==> src/hw/coreCtrlPkg.sv <==
package coreCtrlPkg;

	// Operation selected for the execute datapath
	typedef enum logic [3:0]
	{
		aluAdd,
		aluSub,
		aluSll,
		aluSlt,
		aluSltu,
		aluXor,
		aluSrl,
		aluSra,
		aluOr,
		aluAnd
	} aluOpT;

	// Iterative shifter sequencing
	typedef enum logic [1:0]
	{
		shiftIdle, // Loads operand and moves the first bit
		shiftShifting, // One bit per cycle
		shiftDone // Result goes to the register file
	} shiftStateT;

endpackage

==> src/hw/rvIsaPkg.sv <==
package rvIsaPkg;

	// Base widths of the RV32I encoding
	localparam int xlen = 32;
	localparam int regNumBits = 5;
	localparam int opcodeBits = 7;
	localparam int func3Bits = 3;
	localparam int func7Bits = 7;

	typedef logic [xlen-1:0] instrT;
	typedef logic [xlen-1:0] addrT; // Byte address
	typedef logic [xlen-1:0] dataT;
	typedef logic [regNumBits-1:0] regNumT;
	typedef logic [opcodeBits-1:0] opcodeT;
	typedef logic [func3Bits-1:0] func3T;
	typedef logic [func7Bits-1:0] func7T;

	// Major opcodes
	localparam opcodeT opcodeOpImm = 7'b0010011;
	localparam opcodeT opcodeOp = 7'b0110011;
	localparam opcodeT opcodeLui = 7'b0110111;
	localparam opcodeT opcodeAuipc = 7'b0010111;
	localparam opcodeT opcodeJal = 7'b1101111;
	localparam opcodeT opcodeJalr = 7'b1100111;
	localparam opcodeT opcodeBranch = 7'b1100011;
	localparam opcodeT opcodeLoad = 7'b0000011;
	localparam opcodeT opcodeStore = 7'b0100011;

	// func3 of OP and OP_IMM
	localparam func3T func3Add = 3'b000; // SUB when func7[5] set on OP
	localparam func3T func3Sll = 3'b001;
	localparam func3T func3Slt = 3'b010;
	localparam func3T func3Sltu = 3'b011;
	localparam func3T func3Xor = 3'b100;
	localparam func3T func3Sr = 3'b101; // SRA when func7[5] set
	localparam func3T func3Or = 3'b110;
	localparam func3T func3And = 3'b111;

	// func3 of BRANCH
	localparam func3T func3Beq = 3'b000;
	localparam func3T func3Bne = 3'b001;
	localparam func3T func3Blt = 3'b100;
	localparam func3T func3Bge = 3'b101;
	localparam func3T func3Bltu = 3'b110;
	localparam func3T func3Bgeu = 3'b111;

endpackage

==> src/hw/decodeStage.sv <==
`timescale 1ns/1ps

module decodeStage (
	input logic clk,
	input logic rstN,
	input rvIsaPkg::instrT instr,
	input rvIsaPkg::addrT pc,
	input logic hazard,
	output rvIsaPkg::opcodeT opcode,
	output rvIsaPkg::func3T func3,
	output rvIsaPkg::func7T func7,
	output rvIsaPkg::regNumT rd,
	output rvIsaPkg::regNumT rs1,
	output rvIsaPkg::regNumT rs2,
	output rvIsaPkg::dataT imm,
	output rvIsaPkg::addrT instrPc
);

	rvIsaPkg::opcodeT instrOpcode;
	rvIsaPkg::func3T instrFunc3;
	rvIsaPkg::dataT instrImm;
	logic isShiftImm;

	assign instrOpcode = instr[6:0];
	assign instrFunc3 = instr[14:12];
	assign isShiftImm = (instrOpcode == rvIsaPkg::opcodeOpImm)
		&& (instrFunc3 == rvIsaPkg::func3Sll || instrFunc3 == rvIsaPkg::func3Sr);

	// Immediate by instruction format
	always_comb
	begin
		case (instrOpcode)
			rvIsaPkg::opcodeOpImm, rvIsaPkg::opcodeJalr, rvIsaPkg::opcodeLoad:
				if (isShiftImm)
					instrImm = {20'b0, instr[31:20]}; // shamt plus func7 bits
				else
					instrImm = {{20{instr[31]}}, instr[31:20]};
			rvIsaPkg::opcodeStore:
				instrImm = {{20{instr[31]}}, instr[31:25], instr[11:7]};
			rvIsaPkg::opcodeBranch:
				instrImm = {{20{instr[31]}}, instr[7], instr[30:25], instr[11:8], 1'b0};
			rvIsaPkg::opcodeLui, rvIsaPkg::opcodeAuipc:
				instrImm = {instr[31:12], 12'b0};
			rvIsaPkg::opcodeJal:
				instrImm = {{12{instr[31]}}, instr[19:12], instr[20], instr[30:21], 1'b0};
			default:
				instrImm = '0;
		endcase
	end

	always_ff @(posedge clk)
	begin
		if (!rstN)
		begin
			opcode <= rvIsaPkg::opcodeOpImm; // NOP
			func3 <= '0;
			func7 <= '0;
			rd <= '0;
			rs1 <= '0;
			rs2 <= '0;
			imm <= '0;
			instrPc <= '0;
		end
		else if (!hazard)
		begin
			opcode <= instrOpcode;
			func3 <= instrFunc3;
			func7 <= instr[31:25];
			rd <= instr[11:7];
			rs1 <= instr[19:15];
			rs2 <= instr[24:20];
			imm <= instrImm;
			instrPc <= pc;
		end
	end

endmodule

==> src/hw/executeStage.sv <==
`timescale 1ns/1ps

module executeStage (
	input logic clk,
	input logic rstN,
	input rvIsaPkg::opcodeT opcode,
	input rvIsaPkg::func3T func3,
	input rvIsaPkg::func7T func7,
	input rvIsaPkg::regNumT rd,
	input rvIsaPkg::regNumT rs1,
	input rvIsaPkg::regNumT rs2,
	input rvIsaPkg::dataT imm,
	input rvIsaPkg::addrT instrPc,
	input logic flush,
	input rvIsaPkg::dataT rs1Data,
	input rvIsaPkg::dataT rs2Data,
	output rvIsaPkg::addrT pcWriteData,
	output logic pcWriteEnable,
	output logic hazard,
	output logic regWe,
	output rvIsaPkg::regNumT regWriteNum,
	output rvIsaPkg::dataT regWriteData,
	output logic retireValid,
	output rvIsaPkg::regNumT retireRegNum,
	output rvIsaPkg::dataT retireData
);

	logic instrValid, isShift, shiftBusy, writesRd, branchTaken;
	logic equal, lessSigned, lessUnsigned;
	logic [4:0] shamt, shiftCount;
	rvIsaPkg::dataT opB, pcPlusImm, jalrSum, aluResult, shiftReg;
	coreCtrlPkg::aluOpT aluOp;
	coreCtrlPkg::shiftStateT shiftState;

	// One bit of SLL, SRL or SRA
	function automatic rvIsaPkg::dataT shiftStep(input rvIsaPkg::dataT value,
		input coreCtrlPkg::aluOpT op);
		case (op)
			coreCtrlPkg::aluSll: shiftStep = {value[30:0], 1'b0};
			coreCtrlPkg::aluSra: shiftStep = {value[31], value[31:1]}; // Sign fill
			default: shiftStep = {1'b0, value[31:1]};
		endcase
	endfunction

	assign instrValid = !flush; // Wrong-path slot after a redirect
	assign opB = (opcode == rvIsaPkg::opcodeOp || opcode == rvIsaPkg::opcodeBranch)
		? rs2Data : imm;
	assign equal = (rs1Data == opB);
	assign lessSigned = ($signed(rs1Data) < $signed(opB));
	assign lessUnsigned = (rs1Data < opB);
	assign pcPlusImm = instrPc + imm;
	assign jalrSum = rs1Data + imm;

	assign isShift = (opcode == rvIsaPkg::opcodeOpImm || opcode == rvIsaPkg::opcodeOp)
		&& (func3 == rvIsaPkg::func3Sll || func3 == rvIsaPkg::func3Sr);
	// Shifting x0 is zero whatever the amount, so it finishes at once
	assign shamt = (rs1 == '0) ? 5'd0
		: (opcode == rvIsaPkg::opcodeOp) ? rs2Data[4:0] : rs2;

	always_comb
	begin
		case (func3)
			rvIsaPkg::func3Add:
				aluOp = (opcode == rvIsaPkg::opcodeOp && func7[5])
					? coreCtrlPkg::aluSub : coreCtrlPkg::aluAdd;
			rvIsaPkg::func3Sll: aluOp = coreCtrlPkg::aluSll;
			rvIsaPkg::func3Slt: aluOp = coreCtrlPkg::aluSlt;
			rvIsaPkg::func3Sltu: aluOp = coreCtrlPkg::aluSltu;
			rvIsaPkg::func3Xor: aluOp = coreCtrlPkg::aluXor;
			rvIsaPkg::func3Sr: aluOp = func7[5] ? coreCtrlPkg::aluSra : coreCtrlPkg::aluSrl;
			rvIsaPkg::func3Or: aluOp = coreCtrlPkg::aluOr;
			default: aluOp = coreCtrlPkg::aluAnd;
		endcase
	end

	always_comb
	begin
		case (aluOp)
			coreCtrlPkg::aluAdd: aluResult = rs1Data + opB;
			coreCtrlPkg::aluSub: aluResult = rs1Data - opB;
			coreCtrlPkg::aluSlt: aluResult = {31'b0, lessSigned};
			coreCtrlPkg::aluSltu: aluResult = {31'b0, lessUnsigned};
			coreCtrlPkg::aluXor: aluResult = rs1Data ^ opB;
			coreCtrlPkg::aluOr: aluResult = rs1Data | opB;
			coreCtrlPkg::aluAnd: aluResult = rs1Data & opB;
			default: aluResult = (shiftState == coreCtrlPkg::shiftDone) ? shiftReg : rs1Data;
		endcase
	end

	always_comb
	begin
		case (func3)
			rvIsaPkg::func3Beq: branchTaken = equal;
			rvIsaPkg::func3Bne: branchTaken = !equal;
			rvIsaPkg::func3Blt: branchTaken = lessSigned;
			rvIsaPkg::func3Bge: branchTaken = !lessSigned;
			rvIsaPkg::func3Bltu: branchTaken = lessUnsigned;
			rvIsaPkg::func3Bgeu: branchTaken = !lessUnsigned;
			default: branchTaken = 1'b0;
		endcase
	end

	always_comb
	begin
		writesRd = 1'b1;
		case (opcode)
			rvIsaPkg::opcodeLui: regWriteData = imm;
			rvIsaPkg::opcodeAuipc: regWriteData = pcPlusImm;
			rvIsaPkg::opcodeJal, rvIsaPkg::opcodeJalr: regWriteData = instrPc + 32'd4; // Link
			rvIsaPkg::opcodeOpImm, rvIsaPkg::opcodeOp: regWriteData = aluResult;
			default:
			begin
				writesRd = 1'b0; // Branch, load, store and unknown
				regWriteData = aluResult;
			end
		endcase
	end

	assign shiftBusy = instrValid && isShift
		&& (shiftState == coreCtrlPkg::shiftShifting
		|| (shiftState == coreCtrlPkg::shiftIdle && shamt != 5'd0));
	assign hazard = shiftBusy;

	assign regWe = instrValid && writesRd && (rd != '0) && !shiftBusy;
	assign regWriteNum = rd;

	assign pcWriteEnable = instrValid && (opcode == rvIsaPkg::opcodeJal
		|| opcode == rvIsaPkg::opcodeJalr
		|| (opcode == rvIsaPkg::opcodeBranch && branchTaken));
	assign pcWriteData = (opcode == rvIsaPkg::opcodeJalr) ? {jalrSum[31:1], 1'b0} : pcPlusImm;

	always_ff @(posedge clk)
	begin
		if (!rstN)
		begin
			shiftState <= coreCtrlPkg::shiftIdle;
			shiftCount <= '0;
		end
		else
		begin
			case (shiftState)
				coreCtrlPkg::shiftIdle:
					if (shiftBusy)
					begin
						shiftCount <= shamt - 5'd1; // First bit moves on this edge
						if (shamt == 5'd1)
							shiftState <= coreCtrlPkg::shiftDone;
						else
							shiftState <= coreCtrlPkg::shiftShifting;
					end
				coreCtrlPkg::shiftShifting:
				begin
					shiftCount <= shiftCount - 5'd1;
					if (shiftCount == 5'd1)
						shiftState <= coreCtrlPkg::shiftDone;
				end
				default:
					shiftState <= coreCtrlPkg::shiftIdle; // Written this cycle
			endcase
		end
	end

	always_ff @(posedge clk)
	begin
		if (shiftState == coreCtrlPkg::shiftIdle)
			shiftReg <= shiftStep(rs1Data, aluOp);
		else if (shiftState == coreCtrlPkg::shiftShifting)
			shiftReg <= shiftStep(shiftReg, aluOp);
	end

	// Retire report is the write seen one edge later
	always_ff @(posedge clk)
	begin
		if (!rstN)
			retireValid <= 1'b0;
		else
			retireValid <= regWe;
	end

	always_ff @(posedge clk)
	begin
		retireRegNum <= regWriteNum;
		retireData <= regWriteData;
	end

endmodule

==> src/hw/instrFetch.sv <==
`timescale 1ns/1ps

module instrFetch #(
	parameter int imemAddrBits = 6
) (
	input logic clk,
	input logic rstN,
	input logic run,
	input logic imemWe,
	input logic [imemAddrBits-1:0] imemAddr,
	input rvIsaPkg::instrT imemData,
	input logic hazard,
	input logic pcWriteEnable,
	input rvIsaPkg::addrT pcWriteData,
	output rvIsaPkg::instrT instr,
	output rvIsaPkg::addrT pc,
	output logic flush
);

	rvIsaPkg::instrT imem [2**imemAddrBits];

	// Program load port used while the core is stopped
	always_ff @(posedge clk)
	begin
		if (imemWe && !run)
			imem[imemAddr] <= imemData;
	end

	always_ff @(posedge clk)
	begin
		if (!rstN)
		begin
			pc <= '0;
			flush <= 1'b0;
		end
		else
		begin
			flush <= pcWriteEnable; // Drops the wrong-path instruction
			if (!run)
				pc <= '0;
			else if (pcWriteEnable)
				pc <= pcWriteData; // Taken branch or jump
			else if (!hazard)
				pc <= pc + 32'd4;
		end
	end

	// A stopped core sees ADDI x0, x0, 0 so decode fills with bubbles
	assign instr = run ? imem[pc[imemAddrBits+1:2]] : {25'b0, rvIsaPkg::opcodeOpImm};

endmodule

==> src/hw/regFile.sv <==
`timescale 1ns/1ps

module regFile (
	input logic clk,
	input logic rstN,
	input rvIsaPkg::regNumT rs1,
	input rvIsaPkg::regNumT rs2,
	output rvIsaPkg::dataT rs1Data,
	output rvIsaPkg::dataT rs2Data,
	input logic regWe,
	input rvIsaPkg::regNumT regWriteNum,
	input rvIsaPkg::dataT regWriteData
);

	localparam int regCount = 2**rvIsaPkg::regNumBits;

	rvIsaPkg::dataT regs [regCount];

	always_ff @(posedge clk)
	begin
		if (!rstN)
		begin
			for (int i = 0; i < regCount; i++)
				regs[i] <= '0;
		end
		else if (regWe && regWriteNum != '0)
			regs[regWriteNum] <= regWriteData;
	end

	// x0 is always zero
	assign rs1Data = (rs1 == '0) ? '0 : regs[rs1];
	assign rs2Data = (rs2 == '0) ? '0 : regs[rs2];

endmodule

==> src/hw/rvCoreTop.sv <==
`timescale 1ns/1ps

module rvCoreTop #(
	parameter int imemAddrBits = 6
) (
	input logic clk,
	input logic rstN,
	input logic run,
	input logic imemWe,
	input logic [imemAddrBits-1:0] imemAddr,
	input rvIsaPkg::instrT imemData,
	output logic retireValid,
	output rvIsaPkg::regNumT retireRegNum,
	output rvIsaPkg::dataT retireData
);

	rvIsaPkg::instrT instr;
	rvIsaPkg::addrT pc, instrPc, pcWriteData;
	rvIsaPkg::opcodeT opcode;
	rvIsaPkg::func3T func3;
	rvIsaPkg::func7T func7;
	rvIsaPkg::regNumT rd, rs1, rs2, regWriteNum;
	rvIsaPkg::dataT imm, rs1Data, rs2Data, regWriteData;
	logic hazard, flush, pcWriteEnable, regWe;

	instrFetch #(
		.imemAddrBits(imemAddrBits)
	) fetch (
		.clk(clk), .rstN(rstN), .run(run),
		.imemWe(imemWe), .imemAddr(imemAddr), .imemData(imemData),
		.hazard(hazard), .pcWriteEnable(pcWriteEnable), .pcWriteData(pcWriteData),
		.instr(instr), .pc(pc), .flush(flush)
	);

	decodeStage decode (
		.clk(clk), .rstN(rstN), .instr(instr), .pc(pc), .hazard(hazard),
		.opcode(opcode), .func3(func3), .func7(func7),
		.rd(rd), .rs1(rs1), .rs2(rs2), .imm(imm), .instrPc(instrPc)
	);

	// Register indices come straight from the decode register
	regFile regs (
		.clk(clk), .rstN(rstN),
		.rs1(rs1), .rs2(rs2), .rs1Data(rs1Data), .rs2Data(rs2Data),
		.regWe(regWe), .regWriteNum(regWriteNum), .regWriteData(regWriteData)
	);

	executeStage execute (
		.clk(clk), .rstN(rstN),
		.opcode(opcode), .func3(func3), .func7(func7),
		.rd(rd), .rs1(rs1), .rs2(rs2), .imm(imm), .instrPc(instrPc),
		.flush(flush), .rs1Data(rs1Data), .rs2Data(rs2Data),
		.pcWriteData(pcWriteData), .pcWriteEnable(pcWriteEnable), .hazard(hazard),
		.regWe(regWe), .regWriteNum(regWriteNum), .regWriteData(regWriteData),
		.retireValid(retireValid), .retireRegNum(retireRegNum), .retireData(retireData)
	);

endmodule

==> config.mk <==
export PLATFORM = sky130hd
export DESIGN_NAME = rvCoreTop
export DESIGN_NICKNAME = d
export VERILOG_FILES = /design/src/hw/coreCtrlPkg.sv /design/src/hw/rvIsaPkg.sv /design/src/hw/decodeStage.sv /design/src/hw/executeStage.sv /design/src/hw/instrFetch.sv /design/src/hw/regFile.sv /design/src/hw/rvCoreTop.sv
export SDC_FILE = /design/constraint.sdc
export NUM_CORES = 2
export LEC_CHECK = 0
export BUFFER_PORTS_ARGS = -buffer_cell sky130_fd_sc_hd__buf_2
export CORE_MARGIN = 10
export CORE_UTILIZATION = 65
export CTS_CLUSTER_DIAMETER = 40
export DETAILED_ROUTE_END_ITERATION = 8
export PLACE_DENSITY = 0.8
export SYNTH_ARGS = -nofsm -noshare
export SYNTH_HDL_FRONTEND = slang
export SYNTH_HIERARCHICAL = 1
export SYNTH_SLANG_ARGS = --single-unit
export TNS_END_PERCENT = 100
==> constraint.sdc <==
create_clock -name clk -period 13.01 [get_ports clk]
set_input_delay 0.6505 -clock clk [delete_from_list [all_inputs] [get_ports clk]]
set_output_delay 0.6505 -clock clk [all_outputs]
set_load 0.03 [all_outputs]
==> results.py <==
metrics = {
    "outcome": {
        "status": "finished with violations",
        "violations": "design-rule violations, max-capacitance violations, max-slew violations",
    },
    "cts": {
        "holdBufCountCts": 0,
        "numCtsBuffers": 418,
        "htreeDepth": 5,
        "clk_latency_ns": 1.06,
        "root_buffer": "clkbuf_16",
        "cts_resized": 0,
        "cts_tree": "built",
        "clockBufferDepth": 4,
        "path_clk_slew_ns": 0.06,
        "cts_setup_buffers": 0,
        "cts.sinks": 3278,
    },
    "detailed_routing": {
        "routed_wl_mm": 522,
        "wl_per_cell_um": 40.4,
        "drt_iter0_markers": 17600,
        "vias": 98700,
        "first_pass_iters": 9,
        "detail_route.vias_per_cell": 7.63,
        "drc": 1,
        "final_antenna_net_count": 0,
    },
    "worst_setup_path": {
        "slowest_delay_ns": 0.86,
        "crit_chain": "buf_4, buf_4, mux4_2, a22o_1, a211oi_1, nor3_1, mux2_2, inv_1, ha_1, or3_1, nor4_2, nand4_1, nor3_2, o21ai_2, a2111oi_2, or3_1, a21oi_1, o21ai_1, nand3_1, and2_1",
        "start_kind": "register",
        "slowest_stage": "nand3_1",
        "required_ns": 13.69,
        "crit_fanout": 43,
        "critPathArrivalTime_ns": 9.34,
        "cp-startpoint": "decode/rs2[0]",
        "end_kind": "register",
        "crit_type": "reg -> reg",
        "rr_startpoint": "decode/rs2[0]",
    },
    "pwr": {
        "p_leak_nw": 56.3,
        "peakVddDrop_mv": 0.218,
        "power_density_nw_per_um2": 151,
        "power_mw": 25.8,
    },
    "placed_design": {
        "placed_area_um2": 157000,
        "port_buffers": 79,
        "finalWeightedCongestion": 0.991,
        "dp_hpwl_mm": 284,
    },
    "sta": {
        "setup_tns_ns": 0,
        "finClkSkew_ns": 0.138,
        "slew_headroom_pct": -1.15,
        "holdWs_ns": 0.231,
        "post-route-period-util_pct": 66.5,
        "fmax_mhz": 116,
        "rsz0062_at_grt": "no",
        "drv_slew": 153,
        "setup_viol": 0,
        "hold_viol": 0,
        "min_period_ns": 8.65,
        "worstMarginPinSlew_ns": 1.52,
    },
    "global_routing": {
        "grt_max_degree": 112,
        "grt_overflow_total": 0,
        "grt_pass1_vias": 99500,
        "grt_usage_pct": 40.4,
        "antenna_found_initial": 33,
        "grt_pass1_wl_mm": 738,
    },
    "finish": {
        "area_delta_synth_final_pct": 12.3,
        "layout_common_cells": "edfxtp_1 (3,104), mux4_2 (1,048), and2_1 (1,016)",
        "utilization_pct": 73.4,
        "multi_input_area_um2": 53000,
        "final_common_cell": "edfxtp_1",
        "nFillCells": 12600,
        "layout-drive-gt1-share_pct": 24.8,
        "fin_nets": 9663,
        "register_area_um2": 96700,
        "design_area_um2": 171000,
    },
    "logic_synthesis": {
        "syn_avg_cell_area_um2": 16.3,
        "synthCells": 9313,
        "yosys_warnings": 6,
        "synthesis.area_um2": 152000,
    },
    "die": {
        "io_pins": 80,
        "core-area_um2": 233000,
        "start_util_pct": 65.4,
        "dieArea_um2": 254000,
        "fp.dieH_um": 504,
        "die_w_um": 504,
        "rows": 177,
    },
    "run": {
        "cap_violations": 1,
    },
    "worst_hold_path": {
        "min_path_type": "in -> reg",
        "hold_start": "rstN",
    },
}
==> per-layer routing <==
layer / wire length (µm) / global-route usage [%] / vias up
met4: 49700 / 29.9 / 27
met3: 74700 / 11.4 / 2578
met5: 330 / 0.338 / -
met2: 237000 / 61.2 / 10000
met1: 160000 / 49.9 / 48800
li1: - / - / 37200
==> cell type report <==
class                      instances  area share, %
timing repair buffer             397           1.71
clock inverter                   271           1.71
clock buffer                     477           6.33
multi-input combinational       5230           31.0
inverter                         127          0.283
tap                             3132           2.29
antenna                           15         0.0220
sequential                      3278           56.6
==> worst max-delay path, delay by kind of cell, from the launching register on <==
family	cells	cell delay [ns]
DFF	1	0.84
buffers and inverters	3	1.51
adders and majority gates	1	0.41
muxes	2	0.89
AOI/OAI and AO/OA	6	1.47
and+or+nand+nor	8	3.02
==> sequential cells by signal, indices dropped and copies added (netlist names), named ones only <==
| name | flops |
|---|---|
| fetch/imem | 2048 |
| regs/regs | 1024 |
| decode/imm | 32 |
| decode/instrPc | 32 |
| execute/retireData | 32 |
| execute/shiftReg | 32 |
| fetch/pc | 32 |
| decode/opcode | 7 |
| decode/rd | 5 |
| decode/rs1 | 5 |
| decode/rs2 | 5 |
| execute/retireRegNum | 5 |
| execute/shiftCount | 5 |
| decode/func3 | 3 |
| execute/shiftState | 2 |
| decode/func7 | 1 |
| execute/retireValid | 1 |
| fetch/flush | 1 |
==> final timing paths <==
path / to / slack, ns / cells past startpoint
hold / removal: regs/regs[29][3] / 0.23 / 2
hold reg to reg: decode/imm[17] / 0.50 / 1
setup / recovery: regs/regs[9][26] / 4.36 / 20
setup reg to reg: regs/regs[9][26] / 4.36 / 20
==> power breakdown <==
group	internal, mW	switching, mW	leakage (nW)
clock network	6.91	4.78	6.65
registers	11.7	0.151	30.8
logic	0.730	1.51	18.9
total	19.4	6.45	56.3
==> per-stage QoR <==
stage	std cells	setup WS, ns
after floorplan	9344	6.70
after global placement	12200	4.58
after detailed placement	12200	4.56
after CTS	12900	4.42
after global routing	12900	3.86
final	12900	4.36
Note: power is estimated with default switching activity, not from simulation.
